--- src/hw/rtg_pkg.sv ---
// RTG video path shared definitions
`default_nettype none

package rtg_pkg;

  //////////////////////////////////////////////////////////////////////
  // Widths and constants
  //////////////////////////////////////////////////////////////////////

  localparam int ADDR_W      = 25;                  // Byte address into SDRAM space
  localparam int WORD_W      = 16;                  // One hi-colour pixel
  localparam int COLOR_W     = 8;                   // Per channel on the VGA side
  localparam int BURST_LEN   = 4;                   // Words per memory fill
  localparam int BURST_BYTES = 8;                   // BURST_LEN words of two bytes
  localparam int FIFO_DEPTH  = 16;                  // Line buffer entries
  localparam int PIXCNT_W    = 4;                   // Clocks-per-pixel counter
  localparam int VBCNT_W     = 7;                   // Blank extension lines

  localparam int BURST_CNT_W = $clog2(BURST_LEN);   // Fill counter
  localparam int FIFO_PTR_W  = $clog2(FIFO_DEPTH);  // FIFO pointers
  localparam int LEVEL_W     = FIFO_PTR_W + 1;      // Holds 0 to FIFO_DEPTH

  //////////////////////////////////////////////////////////////////////
  // Types
  //////////////////////////////////////////////////////////////////////

  typedef logic [ADDR_W-1:0]   addr_t;        // Byte address
  typedef logic [WORD_W-1:0]   word_t;        // RGB555 pixel word
  typedef logic [COLOR_W-1:0]  color_t;       // One expanded channel
  typedef logic [PIXCNT_W-1:0] pixcnt_t;      // Clocks per pixel minus one
  typedef logic [VBCNT_W-1:0]  vbcnt_t;       // Lines after vblank
  typedef logic [LEVEL_W-1:0]  fifo_level_t;  // FIFO fill or free count

  // Burst request FSM
  typedef enum logic {
    FETCH_IDLE,       // Free to issue next burst
    FETCH_WAIT_FILL   // One request outstanding
  } fetch_state_t;

endpackage

`default_nettype wire

--- src/hw/rtg_stream_if.sv ---
// Pixel word stream between fetch, FIFO and pixel stage
`timescale 1ns/1ns
`default_nettype none

interface rtg_stream_if (
  input wire clk_114
);

  logic                 push;       // Write strobe, one word per cycle
  rtg_pkg::word_t       push_data;  // Word written on push
  rtg_pkg::fifo_level_t space;      // Free FIFO slots
  logic                 pop;        // Remove head word
  rtg_pkg::word_t       pop_data;   // Head word, valid the edge after pop
  logic                 flush;      // Empties FIFO while high

  // Fetch engine side
  modport producer (
    input  clk_114,
    output push,
    output push_data,
    output flush,
    input  space
  );

  // Line FIFO
  modport buffer (
    input  clk_114,
    input  push,
    input  push_data,
    input  pop,
    input  flush,
    output space,
    output pop_data
  );

  // Pixel stage side
  modport consumer (
    input  clk_114,
    output pop,
    input  pop_data
  );

endinterface

`default_nettype wire

--- src/hw/rtg_fetch.sv ---
// RTG burst fetch engine
`timescale 1ns/1ns
`default_nettype none

module rtg_fetch (
  input  wire                   clk_114,
  input  wire                   arst_n,
  input  wire                   rtg_ena,    // RTG screen on
  input  wire                   vblank,     // Chipset vertical blank
  input  wire  rtg_pkg::addr_t  base_addr,  // Frame buffer start
  input  wire                   mem_fill,   // One word back from memory
  input  wire  rtg_pkg::word_t  mem_data,
  output logic                  mem_req,    // Single-cycle burst request
  output rtg_pkg::addr_t        mem_addr,   // Mangled burst address
  rtg_stream_if.producer        stream
);

  rtg_pkg::fetch_state_t              state;
  rtg_pkg::addr_t                     next_addr;   // Linear address of next burst
  logic [rtg_pkg::BURST_CNT_W-1:0]    fill_cnt;    // Words returned so far
  logic                               discard;     // Burst aborted by restart
  logic                               restart;
  logic                               last_fill;
  rtg_pkg::fifo_level_t               room_need;   // Slots needed before request

  assign restart   = vblank | ~rtg_ena;          // Rewind at each frame or when off
  assign last_fill = mem_fill && (fill_cnt == rtg_pkg::BURST_CNT_W'(rtg_pkg::BURST_LEN - 1));

  // A push still in flight has not reached the FIFO level yet
  assign room_need = rtg_pkg::fifo_level_t'(rtg_pkg::BURST_LEN)
                   + rtg_pkg::fifo_level_t'(stream.push);

  // CPU address map, bit 23 flips above 2MB within each 8MB
  assign mem_addr = {next_addr[24], next_addr[23] ^ (next_addr[22] | next_addr[21]),
                     next_addr[22:0]};

  //////////////////////////////////////////////////////////////////////
  // Request FSM and address counter
  //////////////////////////////////////////////////////////////////////

  always_ff @(posedge clk_114 or negedge arst_n) begin
    if (!arst_n) begin
      state        <= rtg_pkg::FETCH_IDLE;
      next_addr    <= '0;
      fill_cnt     <= '0;
      discard      <= 1'b0;
      mem_req      <= 1'b0;
      stream.flush <= 1'b0;
    end else begin
      mem_req      <= 1'b0;                      // Strobe only
      stream.flush <= restart;                   // Drop buffered line on rewind
      if (restart) begin
        next_addr <= {base_addr[rtg_pkg::ADDR_W-1:4], 4'b0000};  // Align to 16 bytes
      end
      case (state)
        rtg_pkg::FETCH_IDLE: begin
          if (!restart && stream.space >= room_need) begin
            mem_req  <= 1'b1;
            fill_cnt <= '0;
            discard  <= 1'b0;
            state    <= rtg_pkg::FETCH_WAIT_FILL;
          end
        end
        rtg_pkg::FETCH_WAIT_FILL: begin
          if (restart) begin
            discard <= 1'b1;                     // Let the burst drain unused
          end
          if (mem_fill) begin
            fill_cnt <= fill_cnt + 1'b1;
          end
          if (last_fill) begin
            state <= rtg_pkg::FETCH_IDLE;
            if (!restart && !discard) begin
              next_addr <= next_addr + rtg_pkg::addr_t'(rtg_pkg::BURST_BYTES);
            end
          end
        end
        default: state <= rtg_pkg::FETCH_IDLE;
      endcase
    end
  end

  // Fill capture, pushed one cycle after mem_fill
  always_ff @(posedge clk_114 or negedge arst_n) begin
    if (!arst_n) begin
      stream.push <= 1'b0;
    end else begin
      stream.push <= mem_fill && !restart && !discard
                     && (state == rtg_pkg::FETCH_WAIT_FILL);
    end
  end

  always_ff @(posedge clk_114) begin
    if (mem_fill) begin
      stream.push_data <= mem_data;              // Payload only
    end
  end

  // FIFO must have room for every pushed word
  a_push_room: assert property (@(posedge clk_114) disable iff (!arst_n)
    stream.push |-> stream.space != '0)
    else $error("rtg_fetch: push into full FIFO");

  // Memory answers only an outstanding request
  a_fill_idle: assert property (@(posedge clk_114) disable iff (!arst_n)
    mem_fill |-> state == rtg_pkg::FETCH_WAIT_FILL)
    else $error("rtg_fetch: mem_fill with no request outstanding");

endmodule

`default_nettype wire

--- src/hw/rtg_line_fifo.sv ---
// RTG line buffer FIFO
`timescale 1ns/1ns
`default_nettype none

module rtg_line_fifo (
  input  wire           clk_114,
  input  wire           arst_n,
  rtg_stream_if.buffer  stream
);

  rtg_pkg::word_t                   mem [rtg_pkg::FIFO_DEPTH];  // Word storage
  logic [rtg_pkg::FIFO_PTR_W-1:0]   wr_ptr;
  logic [rtg_pkg::FIFO_PTR_W-1:0]   rd_ptr;
  rtg_pkg::fifo_level_t             level;     // Words held
  logic                             do_push;
  logic                             do_pop;

  // Flush overrides both sides
  assign do_push = stream.push & ~stream.flush;
  assign do_pop  = stream.pop & ~stream.flush;

  assign stream.space = rtg_pkg::fifo_level_t'(rtg_pkg::FIFO_DEPTH) - level;

  //////////////////////////////////////////////////////////////////////
  // Pointers and level
  //////////////////////////////////////////////////////////////////////

  always_ff @(posedge clk_114 or negedge arst_n) begin
    if (!arst_n) begin
      wr_ptr <= '0;
      rd_ptr <= '0;
      level  <= '0;
    end else if (stream.flush) begin
      wr_ptr <= '0;                              // Back to empty
      rd_ptr <= '0;
      level  <= '0;
    end else begin
      if (do_push) begin
        wr_ptr <= wr_ptr + 1'b1;                 // Wraps at depth
      end
      if (do_pop) begin
        rd_ptr <= rd_ptr + 1'b1;
      end
      case ({do_push, do_pop})
        2'b10:   level <= level + 1'b1;
        2'b01:   level <= level - 1'b1;
        default: level <= level;                 // Both or neither
      endcase
    end
  end

  // Storage array
  always_ff @(posedge clk_114) begin
    if (do_push) begin
      mem[wr_ptr] <= stream.push_data;
    end
  end

  // Head word held until next pop
  always_ff @(posedge clk_114 or negedge arst_n) begin
    if (!arst_n) begin
      stream.pop_data <= '0;
    end else if (do_pop) begin
      stream.pop_data <= mem[rd_ptr];
    end
  end

  // Pixel stage must never underrun the line buffer
  a_pop_empty: assert property (@(posedge clk_114) disable iff (!arst_n)
    do_pop |-> level != '0)
    else $error("rtg_line_fifo: pop while empty");

endmodule

`default_nettype wire

--- src/hw/rtg_pixel_out.sv ---
// RTG pixel pacing, colour select and OSD overlay
`timescale 1ns/1ns
`default_nettype none

module rtg_pixel_out (
  input  wire                    clk_114,
  input  wire                    arst_n,
  input  wire                    rtg_ena,      // RTG screen on
  input  wire  rtg_pkg::pixcnt_t pixel_width,  // Clocks per pixel minus one
  input  wire  rtg_pkg::vbcnt_t  vb_end,       // Extra blank lines after vblank
  input  wire                    hblank,
  input  wire                    vblank,
  input  wire                    native_hs,    // Chipset syncs
  input  wire                    native_vs,
  input  wire  rtg_pkg::color_t  native_r,     // Chipset colour
  input  wire  rtg_pkg::color_t  native_g,
  input  wire  rtg_pkg::color_t  native_b,
  input  wire                    osd_window,   // Inside OSD box
  input  wire                    osd_pixel,    // OSD foreground
  output rtg_pkg::color_t        vga_r,
  output rtg_pkg::color_t        vga_g,
  output rtg_pkg::color_t        vga_b,
  output logic                   vga_hs,
  output logic                   vga_vs,
  rtg_stream_if.consumer         stream
);

  logic              hs_d;          // For hsync edge
  logic              rtg_vblank;    // Extended vertical blank
  rtg_pkg::vbcnt_t   vb_cnt;        // Lines since vblank
  rtg_pkg::pixcnt_t  pix_cnt;       // Clocks into current pixel
  logic              blank;
  logic              blank_d;
  logic              blank_d2;      // Lines up with pop_data
  logic              use_rtg;
  rtg_pkg::color_t   rtg_r, rtg_g, rtg_b;
  rtg_pkg::color_t   sel_r, sel_g, sel_b;
  logic [1:0]        osd_r, osd_g, osd_b;

  // Five bits widen by repeating the top three below them
  function automatic rtg_pkg::color_t expand5(input logic [4:0] c);
    return {c, c[4:2]};
  endfunction

  //////////////////////////////////////////////////////////////////////
  // Blank extension
  //////////////////////////////////////////////////////////////////////

  always_ff @(posedge clk_114 or negedge arst_n) begin
    if (!arst_n) begin
      hs_d       <= 1'b0;
      rtg_vblank <= 1'b1;                        // Start blanked
      vb_cnt     <= '0;
    end else begin
      hs_d <= native_hs;
      if (vblank) begin
        rtg_vblank <= 1'b1;
        vb_cnt     <= '0;
      end else if (vb_cnt == vb_end) begin
        rtg_vblank <= 1'b0;                      // Enough lines skipped
      end else if (native_hs && !hs_d) begin
        vb_cnt <= vb_cnt + 1'b1;                 // One per line
      end
    end
  end

  assign blank = rtg_vblank | hblank;

  //////////////////////////////////////////////////////////////////////
  // Pixel pacing
  //////////////////////////////////////////////////////////////////////

  assign stream.pop = rtg_ena && !blank && (pix_cnt == pixel_width);

  always_ff @(posedge clk_114 or negedge arst_n) begin
    if (!arst_n) begin
      pix_cnt  <= '0;
      blank_d  <= 1'b1;
      blank_d2 <= 1'b1;
    end else begin
      blank_d  <= blank;
      blank_d2 <= blank_d;
      if (blank || stream.pop) begin
        pix_cnt <= '0;                           // Restart each pixel
      end else begin
        pix_cnt <= pix_cnt + 1'b1;
      end
    end
  end

  // RGB555 unpack, bit 15 unused
  assign rtg_r = expand5(stream.pop_data[14:10]);
  assign rtg_g = expand5(stream.pop_data[9:5]);
  assign rtg_b = expand5(stream.pop_data[4:0]);

  //////////////////////////////////////////////////////////////////////
  // Video select and OSD
  //////////////////////////////////////////////////////////////////////

  assign use_rtg = rtg_ena & ~blank_d2;
  assign sel_r   = use_rtg ? rtg_r : native_r;
  assign sel_g   = use_rtg ? rtg_g : native_g;
  assign sel_b   = use_rtg ? rtg_b : native_b;

  assign osd_r = osd_pixel ? 2'b11 : 2'b00;      // White text
  assign osd_g = osd_pixel ? 2'b11 : 2'b00;
  assign osd_b = osd_pixel ? 2'b11 : 2'b10;      // Over dark blue

  always_ff @(posedge clk_114 or negedge arst_n) begin
    if (!arst_n) begin
      vga_r  <= '0;
      vga_g  <= '0;
      vga_b  <= '0;
      vga_hs <= 1'b0;
      vga_vs <= 1'b0;
    end else begin
      vga_r  <= osd_window ? {osd_r, sel_r[7:2]} : sel_r;  // Dim under OSD
      vga_g  <= osd_window ? {osd_g, sel_g[7:2]} : sel_g;
      vga_b  <= osd_window ? {osd_b, sel_b[7:2]} : sel_b;
      vga_hs <= native_hs;
      vga_vs <= native_vs;
    end
  end

endmodule

`default_nettype wire

--- src/hw/rtg_video_top.sv ---
// RTG video path top level
`timescale 1ns/1ns
`default_nettype none

module rtg_video_top (
  input  wire                    clk_114,
  input  wire                    arst_n,
  input  wire                    rtg_ena,
  input  wire  rtg_pkg::addr_t   base_addr,
  input  wire  rtg_pkg::pixcnt_t pixel_width,
  input  wire  rtg_pkg::vbcnt_t  vb_end,
  input  wire                    hblank,
  input  wire                    vblank,
  input  wire                    native_hs,
  input  wire                    native_vs,
  input  wire  rtg_pkg::color_t  native_r,
  input  wire  rtg_pkg::color_t  native_g,
  input  wire  rtg_pkg::color_t  native_b,
  input  wire                    osd_window,
  input  wire                    osd_pixel,
  input  wire                    mem_fill,
  input  wire  rtg_pkg::word_t   mem_data,
  output wire                    mem_req,
  output rtg_pkg::addr_t         mem_addr,
  output rtg_pkg::color_t        vga_r,
  output rtg_pkg::color_t        vga_g,
  output rtg_pkg::color_t        vga_b,
  output wire                    vga_hs,
  output wire                    vga_vs
);

  // Fetch to FIFO to pixel stage
  rtg_stream_if stream_if (.clk_114(clk_114));

  rtg_fetch rtg_fetch_i (
    .clk_114   (clk_114),
    .arst_n    (arst_n),
    .rtg_ena   (rtg_ena),
    .vblank    (vblank),
    .base_addr (base_addr),
    .mem_fill  (mem_fill),
    .mem_data  (mem_data),
    .mem_req   (mem_req),
    .mem_addr  (mem_addr),
    .stream    (stream_if.producer)
  );

  rtg_line_fifo rtg_line_fifo_i (
    .clk_114 (clk_114),
    .arst_n  (arst_n),
    .stream  (stream_if.buffer)
  );

  rtg_pixel_out rtg_pixel_out_i (
    .clk_114     (clk_114),
    .arst_n      (arst_n),
    .rtg_ena     (rtg_ena),
    .pixel_width (pixel_width),
    .vb_end      (vb_end),
    .hblank      (hblank),
    .vblank      (vblank),
    .native_hs   (native_hs),
    .native_vs   (native_vs),
    .native_r    (native_r),
    .native_g    (native_g),
    .native_b    (native_b),
    .osd_window  (osd_window),
    .osd_pixel   (osd_pixel),
    .vga_r       (vga_r),
    .vga_g       (vga_g),
    .vga_b       (vga_b),
    .vga_hs      (vga_hs),
    .vga_vs      (vga_vs),
    .stream      (stream_if.consumer)
  );

endmodule

`default_nettype wire

--- config.mk ---
export PLATFORM = sky130hd
export DESIGN_NAME = rtg_video_top
export DESIGN_NICKNAME = d
export VERILOG_FILES = /design/src/hw/rtg_pkg.sv /design/src/hw/rtg_stream_if.sv /design/src/hw/rtg_fetch.sv /design/src/hw/rtg_line_fifo.sv /design/src/hw/rtg_pixel_out.sv /design/src/hw/rtg_video_top.sv
export SDC_FILE = /design/constraint.sdc
export NUM_CORES = 1
export LEC_CHECK = 0
export BUFFER_PORTS_ARGS = -buffer_cell sky130_fd_sc_hd__buf_2
export CAP_MARGIN = 20
export CORE_MARGIN = 1
export CORE_UTILIZATION = 55
export DETAILED_ROUTE_END_ITERATION = 8
export HOLD_SLACK_MARGIN = 0.12
export PLACE_DENSITY = 0.81
export RECOVER_POWER = 50
export SETUP_SLACK_MARGIN = 0.2
export SYNTH_ARGS = -nofsm -noshare
export SYNTH_HDL_FRONTEND = slang
export SYNTH_SLANG_ARGS = --single-unit
--- constraint.sdc ---
create_clock -name clk_114 -period 7.51 [get_ports clk_114]
set_input_delay 0.751 -clock clk_114 [delete_from_list [all_inputs] [get_ports clk_114]]
set_output_delay 0.751 -clock clk_114 [all_outputs]
set_load 0.005 [all_outputs]
---- Yosys cells after proc, flatten, opt, wreduce, memory -nomap -nowiden ----
Memory sizes are Yosys's and may differ from the RTL's. A register that Yosys moved wholly into a read port is not among the register bits.
Index checks and enable logic that the tools add are counted.
word-level totals
  memories ................................ 1
  bits in writable memories ............... 256
  bits in read-only memories .............. 0
  input port bits ......................... 86
  latch bits .............................. 0
  output and inout port bits .............. 52
  register bits after elaboration ......... 101
cells by class
  multiply operators ...................... 0
  shift operators ......................... 0
  bitwise operators ....................... 11
  reductions and logical operators ........ 23
  order comparisons ....................... 1
  divide/modulo/power cells ............... 0
  eq/ne operators ......................... 9
  multiplexer cells ....................... 36
  $add $sub $neg .......................... 10
memory list
  memory               words  width  read ports  clocked after Yosys merged registers in  write ports  line                 RTL
  rtg_line_fifo_i.mem  16     16     1           1                                        1            rtg_line_fifo.sv:11  rtg_pkg::word_t mem [rtg_pkg::FIFO_DEPTH];
operators with widths
  operator                                                             count
  25-bit two-way mux                                                   4
  8-bit two-way mux                                                    6
  25-bit by 4-bit adder with 25-bit output (second input constant)     1
  7-bit two-way mux                                                    3
  4-bit two-way mux                                                    5
  4-bit by 1-bit adder with 4-bit output (second input constant)       3
  1-bit two-way mux                                                    10
  5-bit one-hot mux with 2 select lines                                1
  1-bit logical AND                                                    9
  2-bit nonzero test                                                   4
  7-bit by 1-bit adder with 7-bit output (second input constant)       1
  7-bit == test                                                        1
  2-bit two-way mux                                                    3
  2-bit != test (second input constant)                                3
  2-bit AND reduction                                                  3
  5-bit by 1-bit adder with 5-bit output (second input constant)       1
  5-bit >= comparator                                                  1
  1-bit zero test                                                      5
  5-bit two-way mux                                                    1
  5-bit by 1-bit subtractor with 5-bit output (second input constant)  1
  5-bit subtractor (first input constant)                              1
  3-bit by 1-bit adder with 4-bit output (first input constant)        1
  2-bit == test (second input constant)                                2
  4-bit == test                                                        1
  11 further kinds                                                     19

---- Logic depth before layout (Yosys ltp) ----
  depth in word-level cells ............... 8
  gate-level depth with buffers ........... 13

---- By module ----
A second synthesis with hierarchy kept.
second synthesis, totals
  cells, all modules ...................... 1073
  area, all modules ....................... 15678.8 sq um
modules (own cells, without submodules)
  module         cells an instance  instances  area each (sq um)  seq. area each (sq um)
  rtg_line_fifo  708                1          11334.6            8413.1
  rtg_fetch      214                1          2423.6             1281.2
  rtg_pixel_out  151                1          1920.6             1004.7

---- Worst setup path after synthesis ----
OpenSTA, ideal clock, no wires.
  kind .................................... input to register
  start point ............................. in hblank
  end point ............................... reg rtg_line_fifo_i.level[2]
  data arrival time ....................... 2.630 ns
  stages on the path ...................... 12
  path slack .............................. 4.752 ns
  setup time .............................. 0.127 ns
  path buffers ............................ 2
  cells stage by stage .................... nor2_1 and3_1 clkbuf_2 nand3_1 buf_2 nor2_1 xnor2_1 ha_1 nor2_1 nor4b_1 o21ai_0 nor3b_1
on the way
  word-level cells in the longest chain between the ends .. 8
  elaborated cells between the ends (all ways) .. 10
  classes of those cells .................. 2 x eq/ne; 2 x mux; 2 x bitwise; 4 x reduce/logical
RTL lines
  element                                                                           line                 RTL
  start: declaration                                                                rtg_video_top.sv:12  input wire hblank,
  1-bit OR (*)                                                                      rtg_pixel_out.sv:67  assign blank = rtg_vblank | hblank;
  1-bit zero test (*)                                                               rtg_pixel_out.sv:73  assign stream.pop = rtg_ena && !blank && (pix_cnt == pixel_width);
  1-bit logical AND (*) (2 in a row)                                                rtg_pixel_out.sv:73
  1-bit bitwise AND (*)                                                             rtg_line_fifo.sv:20  assign do_pop = stream.pop & ~stream.flush;
  2-bit by 1-bit == test with 1-bit output / 2-bit == test (equally long branches)  rtg_line_fifo.sv:44  case ({do_push, do_pop})
  5-bit one-hot mux with 2 select lines                                             rtg_line_fifo.sv:44
  5-bit two-way mux                                                                 rtg_line_fifo.sv:33  end else if (stream.flush) begin
  end signal: assignment                                                            rtg_line_fifo.sv:45  2'b10: level <= level + 1'b1;
  end signal: assignment                                                            rtg_line_fifo.sv:46  2'b01: level <= level - 1'b1;
  end signal: assignment                                                            rtg_line_fifo.sv:47  default: level <= level;
  end: declaration                                                                  rtg_line_fifo.sv:14  rtg_pkg::fifo_level_t level;
Mark *: on every way between the ends. The rest lies on a longest branch, timed or not.
A chain may end at the register's enable or synchronous reset.

---- Final worst setup path ----
  start point ............................. in rtg_ena
  end point ............................... reg rtg_fetch_i.next_addr[16]
on the way
  word-level cells in the longest chain between the ends .. 7
  elaborated cells between the ends (all ways) .. 8
  classes of those cells .................. 4 x mux; 2 x bitwise; 2 x reduce/logical
RTL lines
  element                 line                RTL
  start: declaration      rtg_video_top.sv:8  input wire rtg_ena,
  1-bit inverter (*)      rtg_fetch.sv:26     assign restart = vblank | ~rtg_ena;
  1-bit OR (*)            rtg_fetch.sv:26
  1-bit zero test         rtg_fetch.sv:73     if (!restart && !discard) begin
  1-bit logical AND       rtg_fetch.sv:73
  25-bit two-way mux      rtg_fetch.sv:73
  25-bit two-way mux      rtg_fetch.sv:71     if (last_fill) begin
  25-bit two-way mux (*)  rtg_fetch.sv:55     case (state)
  end signal: assignment  rtg_fetch.sv:53     next_addr <= {base_addr[rtg_pkg::ADDR_W-1:4], 4'b0000};
  end signal: assignment  rtg_fetch.sv:74     next_addr <= next_addr + rtg_pkg::addr_t'(rtg_pkg::BURST_BYTES);
  end: declaration        rtg_fetch.sv:19     rtg_pkg::addr_t next_addr;
Marked as above.

==> flow_results.xml <==
<?xml version="1.0" encoding="UTF-8"?>
<metrics>
  <group name="power">
    <metric name="cellLeakagePower" unit="uW">0.00582</metric>
    <metric name="peakVddDrop" unit="uV">147</metric>
    <metric name="cellPowerDensity" unit="nW/um^2">247</metric>
  </group>
  <group name="setup_path">
    <metric name="worstRegToRegCells" unit="">10</metric>
    <metric name="worst-endpoint-required" unit="ps">7910</metric>
    <metric name="path_max_fanout" unit="">26</metric>
    <metric name="critPathCaptureType" unit="">flip-flop</metric>
    <metric name="critical_register_to_register_path_startpoint" unit="">rtg_pixel_out_i.rtg_vblank</metric>
    <metric name="cp-endpoint" unit="">rtg_fetch_i.next_addr[16]</metric>
    <metric name="timing.setup.critical_path_class" unit="">in -&gt; reg</metric>
    <metric name="worstReg2RegEnd" unit="">rtg_line_fifo_i.level[2]</metric>
    <metric name="critPathLaunchType" unit="">input pin</metric>
    <metric name="arrival_time_worst_endpoint" unit="ps">3850</metric>
    <metric name="setup.reg_to_reg.worst_slack" unit="ps">4240</metric>
    <metric name="timing.critical_path.from" unit="">rtg_ena</metric>
  </group>
  <group name="routing">
    <metric name="drt_drc_violations_left" unit="">38</metric>
    <metric name="routedWlPerCell" unit="um">22.2</metric>
    <metric name="drt.antenna.violating_nets" unit="">0</metric>
    <metric name="drtPass1Iterations" unit="">7</metric>
    <metric name="wirelength" unit="mm">29.9</metric>
    <metric name="first_iter_violations" unit="">950</metric>
    <metric name="via_density" unit="">6.10</metric>
    <metric name="route.vias.total" unit="">8226</metric>
  </group>
  <group name="synth">
    <metric name="post-synth-top-area-cell" unit="">sky130_fd_sc_hd__edfxtp_1</metric>
    <metric name="synth.ff_latch_count" unit="">355</metric>
    <metric name="synth_enable_flop_cells" unit="">255</metric>
    <metric name="synthesis.yosys.warnings" unit="">0</metric>
    <metric name="synthesis.area_per_instance" unit="um^2">16.8</metric>
    <metric name="synthDominantCellAreaShare" unit="%">52.1</metric>
    <metric name="synth_sequential_area_ratio" unit="%">69.2</metric>
    <metric name="synthArstFlopShare" unit="%">28.2</metric>
    <metric name="synth_area_leaders" unit="">sky130_fd_sc_hd__edfxtp_1, sky130_fd_sc_hd__dfrtp_1, sky130_fd_sc_hd__mux4_2</metric>
    <metric name="postSynthCellCount" unit="">873</metric>
    <metric name="top_ff_cell_synth" unit="">sky130_fd_sc_hd__edfxtp_1</metric>
    <metric name="syn_nets" unit="">971</metric>
    <metric name="mappedNetlistArea" unit="um^2">14700</metric>
    <metric name="yosys.cell_types.count" unit="">56</metric>
  </group>
  <group name="sta">
    <metric name="timing.final.max_slew_violations" unit="">84</metric>
    <metric name="fmax" unit="MHz">290</metric>
    <metric name="setup_viol" unit="">0</metric>
    <metric name="setup_total_negative_slack" unit="ps">0</metric>
    <metric name="relSlewSlack" unit="%">-90.8</metric>
    <metric name="final.setup_skew" unit="ps">26.9</metric>
    <metric name="final-hold-violation-count" unit="">0</metric>
    <metric name="period_minus_slack" unit="ps">3440</metric>
    <metric name="grt_setup_unrepaired" unit="">no</metric>
    <metric name="worst_slew_pin_slew" unit="ps">2860</metric>
    <metric name="fin_ws" unit="ps">4070</metric>
    <metric name="period_share" unit="%">45.9</metric>
  </group>
  <group name="clocking">
    <metric name="tritoncts" unit="">yes</metric>
    <metric name="worstSkewPairLatency" unit="ps">520</metric>
    <metric name="clock_buffers_created_by_tritoncts" unit="">37</metric>
    <metric name="cts.root.buffer_cell" unit="">sky130_fd_sc_hd__clkbuf_16</metric>
    <metric name="post_cts_hold_buffer_count" unit="">0</metric>
    <metric name="cts_resized" unit="">0</metric>
    <metric name="cts_num_sinks" unit="">355</metric>
    <metric name="clk_path_buf_depth" unit="">3</metric>
    <metric name="clkSlewWorstSetupHoldPaths" unit="ps">60</metric>
    <metric name="post_cts_repair_setup_buffers" unit="">0</metric>
    <metric name="cts_max_level" unit="">2</metric>
  </group>
  <group name="placed_design">
    <metric name="dpl-instance-area" unit="um^2">15400</metric>
    <metric name="setup_ws_pre_cts" unit="ps">3840</metric>
    <metric name="place_congestion" unit="">0.826</metric>
    <metric name="placement.io_buffers" unit="">132</metric>
    <metric name="dp_hpwl" unit="mm">17.7</metric>
  </group>
  <group name="global_routing">
    <metric name="grt_start_max_net_pins" unit="">62</metric>
    <metric name="grt_usage" unit="%">22.1</metric>
    <metric name="first_global_vias" unit="">7941</metric>
    <metric name="grt-ovfl-total" unit="">0</metric>
    <metric name="grt_antenna_before_repair" unit="">0</metric>
    <metric name="wire_length_of_the_first_global_routing_pass" unit="mm">44.9</metric>
  </group>
  <group name="floorplanning">
    <metric name="placementRows" unit="">59</metric>
    <metric name="top_level_ports" unit="">138</metric>
    <metric name="die_y" unit="um">165</metric>
    <metric name="chipWidth" unit="um">165</metric>
    <metric name="core_area" unit="um^2">26100</metric>
    <metric name="floorplan.die_area" unit="um^2">27400</metric>
    <metric name="start_util" unit="%">56.2</metric>
  </group>
  <group name="finish">
    <metric name="diodes" unit="">0</metric>
    <metric name="area_growth_syn_to_layout" unit="%">12.9</metric>
    <metric name="fin_nets" unit="">1085</metric>
    <metric name="filler_cell_count_in_the_final_layout" unit="">1801</metric>
    <metric name="post-route-cell-area" unit="um^2">16600</metric>
    <metric name="drive_above_1_share" unit="%">27.3</metric>
    <metric name="finish.utilization" unit="%">63.5</metric>
  </group>
  <group name="job">
    <metric name="maxCapViolations" unit="">2</metric>
  </group>
  <group name="outcome">
    <metric name="outcome" unit="">finished, violations left</metric>
    <metric name="violated_checks" unit="">design-rule violations, max-capacitance violations, max-slew violations</metric>
  </group>
  <group name="min_path">
    <metric name="hp-class" unit="">in -&gt; reg</metric>
  </group>
</metrics>
## power by group
group | switching [uW] | leakage, uW | total [uW] | internal (uW)
combinational | 76.3 | 0.00170 | 143 | 66.9
clock | 728 | 0.000562 | 1750 | 1020
sequential | 58.9 | 0.00355 | 2220 | 2160
total | 863 | 0.00582 | 4100 | 3240
## synthesized netlist by cell type, types with 3 or more instances
master / count
sky130_fd_sc_hd__a211oi_1: 15
sky130_fd_sc_hd__a21oi_1: 24
sky130_fd_sc_hd__a221o_1: 15
sky130_fd_sc_hd__a311oi_1: 9
sky130_fd_sc_hd__and2_1: 20
sky130_fd_sc_hd__and3_1: 9
sky130_fd_sc_hd__and4_1: 3
sky130_fd_sc_hd__buf_1: 4
sky130_fd_sc_hd__buf_2: 11
sky130_fd_sc_hd__buf_4: 24
sky130_fd_sc_hd__clkbuf_1: 19
sky130_fd_sc_hd__dfrtp_1: 97
sky130_fd_sc_hd__dfstp_2: 3
sky130_fd_sc_hd__edfxtp_1: 255
sky130_fd_sc_hd__ha_1: 12
sky130_fd_sc_hd__inv_1: 10
sky130_fd_sc_hd__mux2_2: 16
sky130_fd_sc_hd__mux2i_1: 42
sky130_fd_sc_hd__mux4_2: 64
sky130_fd_sc_hd__nand2_1: 31
sky130_fd_sc_hd__nand3_1: 17
sky130_fd_sc_hd__nand4_1: 6
sky130_fd_sc_hd__nor2_1: 61
sky130_fd_sc_hd__nor2b_1: 9
sky130_fd_sc_hd__nor3_1: 15
sky130_fd_sc_hd__nor3b_1: 6
sky130_fd_sc_hd__nor4_1: 3
sky130_fd_sc_hd__o21ai_0: 9
sky130_fd_sc_hd__o221a_2: 6
sky130_fd_sc_hd__o31ai_1: 3
sky130_fd_sc_hd__or4_1: 3
sky130_fd_sc_hd__xnor2_1: 18
sky130_fd_sc_hd__xor2_1: 5
## critical path, stage by stage
cell and delay [ps]:
sky130_fd_sc_hd__clkbuf_1 200, sky130_fd_sc_hd__nor2b_1 160, sky130_fd_sc_hd__clkbuf_1 850, sky130_fd_sc_hd__clkinv_1 890
sky130_fd_sc_hd__nor2_1 620, sky130_fd_sc_hd__a21oi_1 110, sky130_fd_sc_hd__o221a_2 260
## worst min-delay path by stage
stage	startpoint	endpoint	slack (ps)	cells after the start
2_1_floorplan	rtg_pixel_out_i.blank_d	rtg_pixel_out_i.blank_d2	350	0
3_3_place_gp	rtg_pixel_out_i.blank_d	rtg_pixel_out_i.blank_d2	350	0
3_5_place_dp	rtg_pixel_out_i.blank_d	rtg_pixel_out_i.blank_d2	350	0
4_1_cts	arst_n	rtg_fetch_i.next_addr[1]	290	1
5_1_grt	native_vs	rtg_pixel_out_i.vga_vs	330	1
6_report	native_vs	rtg_pixel_out_i.vga_vs	340	1
## sequential cells by signal, summed over array words and instances, names as in the netlist, 4 cells and up
signal and cells:
rtg_fetch_i.next_addr 25, rtg_fetch_i.stream.push_data 15, rtg_line_fifo_i.level 5, rtg_line_fifo_i.mem 240
rtg_pixel_out_i.pix_cnt 4, rtg_pixel_out_i.vb_cnt 7, rtg_line_fifo_i.stream.pop_data 15, rtg_line_fifo_i.wr_ptr 4
rtg_pixel_out_i.vga_b 8, rtg_pixel_out_i.vga_g 8, rtg_pixel_out_i.vga_r 8, rtg_line_fifo_i.rd_ptr 4
## through the flow
step	cells	hold WS, ps	power, uW
after floorplan	873	345	2320
after global placement	1283	347	2390
after detailed placement	1283	354	2400
after CTS	1349	292	4130
after global routing	1349	330	4230
final	1349	338	4100
## cell families (layout without fill, tap and decap cells)
logic type               Yosys count  after routing  share of synthesized area [%]
XOR/XNOR                          23             23                           1.37
flip-flops                       355            355                           69.2
AO/OA/AOI/OAI                     92             92                           4.69
adder cells (fa/ha/maj)           12             12                           1.02
buffers and inverters             75            216                           2.89
multiplexers                     124            124                           14.3
AND/OR/NAND/NOR                  192            192                           6.56
## per-layer routing
metal	GRT usage (%)	up-vias	wire [um]
met5	0	-	0
met4	6.45	0	546
met3	4.17	45	2480
met2	35.5	400	14400
met1	31.1	4153	12500
li1	-	3628	-
## cells in the final DEF (no fill, tap or decap), types with 10 or more instances in the layout
cell,instances
sky130_fd_sc_hd__inv_1,10
sky130_fd_sc_hd__clkinv_1,10
sky130_fd_sc_hd__buf_2,129
sky130_fd_sc_hd__a221o_1,15
sky130_fd_sc_hd__and2_1,18
sky130_fd_sc_hd__nand3_1,17
sky130_fd_sc_hd__xnor2_1,18
sky130_fd_sc_hd__nor3_1,15
sky130_fd_sc_hd__ha_1,12
sky130_fd_sc_hd__a211oi_1,15
sky130_fd_sc_hd__dfrtp_1,95
sky130_fd_sc_hd__nor2_1,61
sky130_fd_sc_hd__clkbuf_1,13
sky130_fd_sc_hd__a21oi_1,24
sky130_fd_sc_hd__mux2_2,16
sky130_fd_sc_hd__edfxtp_1,255
sky130_fd_sc_hd__mux2i_1,42
sky130_fd_sc_hd__mux4_2,64
sky130_fd_sc_hd__nand2_1,31
sky130_fd_sc_hd__clkbuf_16,38
## area by class of cell
type	count	area [um^2]	share of cell area [%]
well taps	335	419	2.53
multi-input cells	443	4100	24.7
clock inverters	18	146	0.883
repair buffers	138	694	4.19
flip-flops and latches	355	10200	61.3
inverters	12	45.0	0.272
clock buffers	48	1010	6.08
Note: power is estimated with default switching activity, not from simulation.
